### src/design/fetchPkg.sv
/*
 * Fetch slice shared definitions: widths, vector types,
 * opcode classes, control transfer type and packet width
 */
`default_nettype none

package fetchPkg;

  localparam int FETCH_WIDTH = 4;  // slots per bundle
  localparam int PC_WIDTH    = 32;
  localparam int INST_WIDTH  = 32;
  localparam int TAG_WIDTH   = 4;  // covers queue depths up to 16

  typedef logic [PC_WIDTH-1:0]   pcT;
  typedef logic [INST_WIDTH-1:0] instT;
  typedef logic [TAG_WIDTH-1:0]  ctiTagT;
  typedef logic [2:0]            opClassT;  // inst bits 31:29

  // ~~~~~~~~~~~~~~~~~~~~~~~~~~~~~~~~~~~~~~~~~~~~~~~~~~~~~~~~~~~~~~~~~~~~~~
  // opcode classes, anything else is not a control instruction
  // ~~~~~~~~~~~~~~~~~~~~~~~~~~~~~~~~~~~~~~~~~~~~~~~~~~~~~~~~~~~~~~~~~~~~~~
  localparam opClassT OPC_COND   = 3'b100;
  localparam opClassT OPC_JUMP   = 3'b101;
  localparam opClassT OPC_CALL   = 3'b110;
  localparam opClassT OPC_RETURN = 3'b111;

  typedef enum logic [1:0] {
    CTRL_RETURN = 2'd0,
    CTRL_CALL   = 2'd1,
    CTRL_JUMP   = 2'd2,
    CTRL_COND   = 2'd3
  } ctrlTypeE;

  // {inst, pc, final target, tag, prediction}
  localparam int PACKET_WIDTH = INST_WIDTH + 2 * PC_WIDTH + TAG_WIDTH + 1;

endpackage

`default_nettype wire
### src/design/returnStack.sv
/*
 * Circular return address stack, push above the pointer,
 * pop by moving the pointer back
 */
`timescale 1ns/1ns
`default_nettype none

module returnStack #(
  parameter int RAS_DEPTH = 8
) (
  input  logic         clk,
  input  logic         reset_i,
  input  logic         push_i,
  input  logic         pop_i,
  input  fetchPkg::pcT pushAddr_i,
  output fetchPkg::pcT rasTop_o
);
  import fetchPkg::*;

  localparam int PTR_W = $clog2(RAS_DEPTH);

  pcT               stack[RAS_DEPTH];
  logic [PTR_W-1:0] ptr;
  logic [PTR_W-1:0] ptrUp;

  assign ptrUp    = ptr + 1'b1;  // wraps onto the oldest entry
  assign rasTop_o = stack[ptr];

  always_ff @(posedge clk) begin
    if (reset_i) begin
      ptr <= '0;
      for (int i = 0; i < RAS_DEPTH; i++) begin
        stack[i] <= '0;
      end
    end else if (push_i) begin
      stack[ptrUp] <= pushAddr_i;
      ptr          <= ptrUp;
    end else if (pop_i) begin
      ptr <= ptr - 1'b1;
    end
  end

endmodule

`default_nettype wire

### config.mk
export PLATFORM = sky130hd
export DESIGN_NAME = returnStack
export DESIGN_NICKNAME = d
export VERILOG_FILES = /design/src/design/fetchPkg.sv /design/src/design/returnStack.sv
export SDC_FILE = /design/constraint.sdc
export NUM_CORES = 1
export LEC_CHECK = 0
export ABC_AREA = 1
export BUFFER_PORTS_ARGS = -buffer_cell sky130_fd_sc_hd__clkbuf_2
export CAP_MARGIN = 10
export CORE_ASPECT_RATIO = 0.75
export CORE_MARGIN = 2
export CORE_UTILIZATION = 55
export CTS_CLUSTER_DIAMETER = 80
export DETAILED_ROUTE_END_ITERATION = 16
export GPL_TIMING_DRIVEN = 1
export PLACE_DENSITY = 0.76
export SYNTH_ARGS = -nofsm -noshare
export SYNTH_HDL_FRONTEND = slang
export SYNTH_SLANG_ARGS = --single-unit
### constraint.sdc
create_clock -name clk -period 2.5 [get_ports clk]
set_input_delay 0.125 -clock clk [delete_from_list [all_inputs] [get_ports clk]]
set_output_delay 0.125 -clock clk [all_outputs]
set_load 0.1 [all_outputs]
## Word level (Yosys, flattened, before mapping)

Memory sizes are Yosys's and may differ from the RTL's. A register that Yosys moved wholly into a read port is not among the register bits.
Index checks and enable logic that the tools add are counted.

| cells by class | value |
|---|---|
| $add $sub $neg | 2 |
| reductions and logical operators | 2 |
| multiplexer cells | 12 |

Operators by type and width:

| kind | count |
|---|---|
| two-way mux 32 bit | 1 |
| OR reduction 32 bit | 1 |
| two-way mux 3 bit | 5 |
| two-way mux 1 bit | 6 |
| adder 3 x 1 -> 3 bit (second input constant) | 1 |
| subtractor 3 x 1 -> 3 bit (second input constant) | 1 |
| nonzero test 2 bit | 1 |

| word-level totals | value |
|---|---|
| bits in registers | 3 |
| word-level logic and storage cells | 18 |
| memories | 1 |
| RAM bits | 256 |

Memory list:

| memory | depth | width | read ports | clocked after Yosys merged registers in | wr ports | RTL line | source |
|---|---|---|---|---|---|---|---|
| stack | 8 | 32 | 1 | 1 | 8 | returnStack.sv:22 | `pcT stack[RAS_DEPTH];` |

## Depth between registers and ports, before layout

Gate-level depths: netlist (run 1).

| logic depth | value |
|---|---|
| depth in word-level cells | 5 |
| mapped depth | 8 |
| mapped depth without buffers | 7 |

## Worst setup path before layout (run 1)

OpenSTA, ideal clock, no wires.

| path | value |
|---|---|
| path kind | reg2reg |
| start | register ptr[0] |
| end | memory stack[6][0] (netlist name), enable pin |
| arrival | 1.972 ns |
| required time | 2.111 ns |
| library setup time | 0.389 ns |
| cell stages (with the launch flop) | 8 |
| path slack | 0.139 ns |
| path buffers | 1 |
| clock period less this slack | 2.361 ns |
| path through | dfxtp_1 > inv_1 > ha_1 > inv_1 > nor2_1 > nand2_1 > buf_2 > nand2_1 |

RTL lines:

| element | RTL line | source |
|---|---|---|
| start: declaration | returnStack.sv:23 | `logic [PTR_W-1:0] ptr;` |
| start signal: assignment | returnStack.sv:37 | `ptr <= ptrUp;` |
| start signal: assignment | returnStack.sv:39 | `ptr <= ptr - 1'b1;` |
| end: declaration | returnStack.sv:22 |  |

==> out/qor.txt, run 1 <==
Hold Path End -> stack[1][11]
Post-route DRC -> 0
CTS tree -> yes
initial antenna violation count -> 0
Critical Path Source Type -> flop
worst slew pin tran -> 534 ps
n_diodes -> 0
worst hold-check path type -> in -> reg
Total GRT Usage -> 25.9%
register area share after synthesis -> 61.8%
# clock sinks -> 262
Root Buffer Master -> clkbuf_16
post-synthesis cell count -> 1,473
most common cell after layout, fill and taps aside -> nand2_1
Synth Net Count -> 1,511
Nets -> 1,568
Skew-Pair Late Insertion Delay -> 530 ps
Max Freq -> 427 MHz
first-pass GRT wire length -> 48,400 um
clock period minus worst slack -> 2340 ps
DR iter-0 viols -> 1,149
vias in the first global route -> 9,425
Util after Layout -> 66.0%
post-CTS setup buffer count -> 0
clock skew -> 10.2 ps
Core ar. -> 22,300 um2
synthesized area -> 12,600 um2
Pwr Density -> 801 nW/um2
post-route setup TNS -> 0 ps
yosys warns -> 0
slowest CP cell -> dfxtp_2
Die ar. -> 24,200 um2
initial core utilization -> 56.6%
most frequent cells in the layout -> nand2_1 (428), inv_1 (298), nor2_1 (260), edfxtp_1 (256), nand3_1 (132)
Total Routed Length -> 30,200 um
peak supply drop -> 0.539 mV
vias per cell -> 5.21
Wirelength per Cell -> 16.4 um
drt first pass iters -> 5
largest cells by area after synthesis -> edfxtp_1 (61%), nand2_1 (13%), inv_1 (8.9%), nor2_1 (7.7%), nand3_1 (5.2%)
worst-path fanout max -> 36
worst path cell trace -> inv_2 > buf_4 > nand3_1 > nand2_1 > nand2_1 > nand2_1 > buf_12
Critical Path End Type -> output port
Clk pin slew, worst setup/hold paths -> 60 ps
fillers -> 1,716
Crit path largest cell delay -> 430 ps
CP Data Arrival Time -> 2210 ps
RSZ-0062 raised after global routing -> false
Max Slew Vio Count -> 0
FF-to-FF setup slack -> 430 ps
CTS buffer count -> 26
Slew HR -> 64.4%
Setup violations, final -> 0
#FFs+latches synth -> 262
Worst Hold Depth -> 3
critical path class -> reg -> out
H-tree levels -> 1
max cap viols -> 0
Die Wd -> 179 um
Rows -> 47
Port Buffer Count -> 67
dpl hpwl -> 17,900 um
Leak -> 7.07 nW
CTS max path bufs -> 3
RR Endpoint -> stack[5][19]
Yosys top cell by area -> edfxtp_1
status -> complete, no violations
Area growth, synth to finish -> 16.6%
Remaining Overflow, GRT -> 0
critical path data required time -> 2380 ps
Final ANT Viol Nets -> 0
via count -> 9,578
io pins -> 68
critical hold path startpoint -> pushAddr_i[11]
Fin. Hold Viols -> 0
synthesized area per cell -> 8.57 um2
R2R cell count -> 8
distinct cell type count after synthesis -> 15
routability cong. -> 0.804
worst r2r src -> ptr[0]
top cell type's share of synthesized area -> 60.9%
Final Cycle Share -> 93.6%
largest net degree at the start of global routing -> 94
Die Y-Extent -> 135 um
most frequent CP cell -> nand2_1
share of cells above drive strength 1 -> 9.44%
-- area by class of cell --
class	instances	area, um2	share of cell area (%)
multi-input cells	838	3360	22.9
repair buffers	102	1220	8.30
flip-flops and latches	262	7810	53.1
well taps	294	368	2.50
inverters	300	1130	7.66
clock inverters	10	121	0.825
clock buffers	34	702	4.77
-- power breakdown --
| part | internal [mW] | total [mW] | switching (mW) |
|---|---|---|---|
| Sequential | 5.08 | 5.16 | 0.0829 |
| Combinational | 0.841 | 2.78 | 1.94 |
| Clock | 2.27 | 3.84 | 1.58 |
| Total | 8.19 | 11.8 | 3.60 |
-- metrics by stage --
step	instance area, um2	hold slack (ps)	setup WS (ps)	cells	power [mW]
4_1_cts	14700	2.71	173	1840	11.8
6_report	14700	10.2	160	1840	11.8
3_5_place_dp	13900	450	476	1794	8.02
5_1_grt	14700	33.7	92.8	1840	12.2
3_3_place_gp	13900	453	589	1794	7.97
2_1_floorplan	12600	280	139	1473	7.03
-- state kept, by name, summed over array words and instances (netlist names), named ones only --
signal,flops
stack,256
ptr,3
-- Yosys cell counts --
cell / number
nand2_1: 436
inv_1: 299
nor2_1: 260
edfxtp_1: 256
nand3_1: 132
buf_2: 59
clkbuf_1: 8
buf_1: 6
dfxtp_1: 6
o21ai_0: 4
a21oi_1: 2
ha_1: 2
a31oi_1: 1
inv_2: 1
xor2_1: 1
-- per-layer routing --
metal	track usage, %	up-vias	part of all wire [%]
met5	0	-	0
met4	7.41	0	2.3
met3	3.09	58	8.0
met2	43.0	429	48
met1	36.4	4497	42
li1	-	4594	-
-- timing repair --
action,in CTS,in global routing
hold buffers,2,0
gates resized for setup,0,0
endpoints found under the hold margin,2,0
-- cells by family (layout without fill, tap and decap cells) --
| group | Yosys count | after routing | share of synthesized area, % |
|---|---|---|---|
| and+or+nand+nor | 828 | 828 | 25.9 |
| buffers and inverters | 373 | 446 | 11.7 |
| DFF | 262 | 262 | 61.8 |
| AOI/OAI and AO/OA | 7 | 7 | 0.287 |
| adders and majority gates | 2 | 2 | 0.198 |
| xor gates and xnor gates | 1 | 1 | 0.0694 |
-- worst max-delay path, delay by kind of cell (launching register included) --
kind / cells / cell delay [ps]
buffers and inverters: 3 / 730
AND/OR/NAND/NOR: 4 / 540
flip-flops: 1 / 430
-- worst max-delay path by stage --
stage	startpoint	slack, ps	end	depth (start not counted)
after detailed placement	ptr[0]	480	stack[5][6]	6
final	flop	160	rasTop_o[4]	7
after CTS	flop	170	rasTop_o[4]	7
after floorplan	ptr[0]	140	stack[6][0]	7
after global placement	reset_i	590	stack[0][2]	7
after global routing	flop	90	rasTop_o[4]	7
Note: power is estimated with default switching activity, not from simulation.
==> inputs of run 2 (changes only) <==
--- a/config.mk
+++ b/config.mk
@@ -10,8 +10,9 @@
 export CAP_MARGIN = 10
 export CORE_ASPECT_RATIO = 0.75
 export CORE_MARGIN = 2
-export CORE_UTILIZATION = 55
+export CORE_UTILIZATION = 58
 export CTS_CLUSTER_DIAMETER = 80
+export CTS_CLUSTER_SIZE = 20
 export DETAILED_ROUTE_END_ITERATION = 16
 export GPL_TIMING_DRIVEN = 1
 export PLACE_DENSITY = 0.76
==> constraint.sdc (replaced) <==
create_clock -name clk -period 2.7 [get_ports clk]
set_input_delay 0.135 -clock clk [delete_from_list [all_inputs] [get_ports clk]]
set_output_delay 0.135 -clock clk [all_outputs]
set_load 0.1 [all_outputs]
==> run 2 against run 1 <==
- first-iteration DRC count fell by 0.52%
- sequential share of layout area rose by 1.4 points
- register-to-register slack improved by 150 ps
- clock-buffer cell count fell by 6
- highest routed layer unchanged
- cell count fell by 1.5%
- critical endpoint is now rasTop_o[1]
- total power fell by 16%
- critical path type unchanged
- final area fell by 2.6%
==> out/qor.txt, run 2 (synthesis results as in run 1) <==
status -> complete, no violations (unchanged)
post-CTS setup buffer count -> 0 (unchanged)
H-tree levels -> 1 (unchanged)
CTS buffer count -> 17 (was 26)
Critical Path Source Type -> flop (unchanged)
initial antenna violation count -> 0 (unchanged)
most frequent cells in the layout -> nand2_1 (428), inv_1 (298), nor2_1 (260), edfxtp_1 (256), nand3_1 (132) (unchanged)
Setup violations, final -> 0 (unchanged)
Die Wd -> 174 um (was 179 um)
critical path class -> reg -> out (unchanged)
Gate power share -> 26.1% (was 23.6%)
drt first pass iters -> 7 (was 5)
worst-path fanout max -> 64 (was 36)
share of cells above drive strength 1 -> 8.20% (was 9.44%)
Nets -> 1,553 (was 1,568)
slowest CP cell -> buf_4 (was dfxtp_2)
Finished Cell Area -> 14,300 um2 (was 14,700 um2)
io pins -> 68 (unchanged)
Final ANT Viol Nets -> 0 (unchanged)
CTS tree -> yes (unchanged)
vias in the first global route -> 8,857 (was 9,425)
Critical Path End Type -> output port (unchanged)
RSZ-0062 raised after global routing -> false (unchanged)
DR iter-0 viols -> 1,143 (was 1,149)
initial core utilization -> 59.4% (was 56.6%)
Crit path largest cell delay -> 680 ps (was 430 ps)
dpl hpwl -> 17,300 um (was 17,900 um)
Core ar. -> 21,200 um2 (was 22,300 um2)
Skew-Pair Late Insertion Delay -> 490 ps (was 530 ps)
Largest regs -> stack x256, ptr x3 (unchanged)
post-route setup TNS -> 0 ps (unchanged)
Max Freq -> 409 MHz
n_diodes -> 0 (unchanged)
Wirelength per Cell -> 16.5 um (was 16.4 um)
Int Pwr -> 6.68 mW (was 8.19 mW)
largest net degree at the start of global routing -> 129 (was 94)
max cap viols -> 0 (unchanged)
clock skew -> 17.8 ps (was 10.2 ps)
flip-flop count of the largest register after layout -> 256 (unchanged)
vias per cell -> 5.16 (was 5.21)
CP delay by family, top -> buffers and inverters (unchanged)
CTS max path bufs -> 3 (unchanged)
Max Slew Vio Count -> 0 (unchanged)
FF-to-FF setup slack -> 580 ps (was 430 ps)
worst slew pin tran -> 860 ps (was 534 ps)
M3 GR Usage -> 3.72% (was 3.09%)
worst path cell trace -> buf_4 > nand3_1 > nand2_1 > nand2_1 > nand2_1 > buf_12 (was inv_2 > buf_4 > nand3_1 > nand2_1 > nand2_1 > nand2_1 > buf_12)
GR Util met2 -> 41.9% (was 43.0%)
Total Routed Length -> 29,800 um (was 30,200 um)
Slew HR -> 42.6% (was 64.4%)
most common cell after layout, fill and taps aside -> nand2_1 (unchanged)
DP Area -> 13,800 um2 (was 13,900 um2)
Remaining Overflow, GRT -> 0 (unchanged)
worst hold-check path type -> in -> reg (unchanged)
Total GRT Usage -> 26.3% (was 25.9%)
sequential share of power -> 48.2% (was 43.8%)
first-pass GRT wire length -> 47,800 um (was 48,400 um)
Buf+Inv Stages, Crit Path -> 2 (was 3)
Clock power frac -> 25.7% (was 32.6%)
Final Cycle Share -> 90.6%
Top reg by flops -> stack (unchanged)
Die ar. -> 23,000 um2 (was 24,200 um2)
Root Buffer Master -> clkbuf_16 (unchanged)
most frequent CP cell -> nand2_1 (unchanged)
Pwr Density -> 689 nW/um2 (was 801 nW/um2)
met1 Use GR -> 39.3% (was 36.4%)
layer with the highest usage -> met2 (unchanged)
clock period minus worst slack -> 2440 ps
critical path data required time -> 2570 ps (was 2380 ps)
Rows -> 46 (was 47)
peak supply drop -> 0.553 mV (was 0.539 mV)
Leak -> 6.87 nW (was 7.07 nW)
# clock sinks -> 262 (unchanged)
Area growth, synth to finish -> 13.6% (was 16.6%)
Clk pin slew, worst setup/hold paths -> 80 ps (was 60 ps)
Port Buffer Count -> 67 (unchanged)
routability cong. -> 0.862 (was 0.804)
CP Data Arrival Time -> 2310 ps (was 2210 ps)
via count -> 9,362 (was 9,578)
Die Y-Extent -> 132 um (was 135 um)
switching power -> 3.20 mW (was 3.60 mW)
switch share -> 32.4% (was 30.5%)
Post-route DRC -> 0 (unchanged)
fillers -> 1,662 (was 1,716)
Fin. Hold Viols -> 0 (unchanged)
run 2: power by group through the flow:
stage / combinational (mW) / sequential [mW] / clock [mW]
after floorplan: 1.67 / 4.84 / 0
after global placement: 2.54 / 4.84 / 0
after detailed placement: 2.57 / 4.85 / 0
after CTS: 2.58 / 4.76 / 2.56
after global routing: 2.75 / 4.78 / 2.72
final: 2.58 / 4.76 / 2.53
run 2: final timing paths:
kind / to / depth (start not counted) / startpoint
setup / recovery: rasTop_o[1] / 6 / flop
hold / removal: ptr[2] / 5 / pop_i
setup reg to reg: stack[6][15] / 7 / ptr[0]
hold reg to reg: flop / 1 / ptr[0]
run 2: cell type report:
cell class | count | area [um2] | share of cell area [%]
clock buffers | 28 | 467 | 3.26
clock inverters | 1 | 20.0 | 0.140
multi-input cells | 838 | 3360 | 23.5
repair buffers | 96 | 1190 | 8.27
inverters | 300 | 1130 | 7.87
well taps | 288 | 360 | 2.51
flip-flops and latches | 262 | 7810 | 54.5
run 2: per-stage QoR:
stage	total power [mW]	cells	utilization [%]	hold slack (ps)	worst slack (ps)
CTS	9.90	1813	67.5	1.30	43.9
finish	9.88	1813	67.5	11.8	255
global placement	7.38	1783	65.2	449	664
floorplan	6.51	1473	-	290	339
detailed placement	7.42	1783	65.2	449	619
global route	10.2	1813	67.5	27.4	155
run 2: what timing repair did:
item                                    in CTS  in global routing
endpoints found under the hold margin        2                  0
hold buffers                                 1                  0
endpoints found under the setup margin       0                  3
resized for setup                            0                  1
run 2: metal layers:
layer / wire, um / vias up / part of all wire, %
met3: 2920 / 30 / 9.8
met4: 541 / 0 / 1.8
met2: 13800 / 407 / 46
li1: - / 4543 / -
met1: 12600 / 4382 / 42
met5: 0 / - / 0
run 2: worst reg2reg max path, stage by stage, from the launching register on:
cell     delay (ps)
dfxtp_1         420
inv_1            90
ha_1            380
inv_1           100
nor2_1          150
nand2_1         120
nand2_2         330
buf_12          240
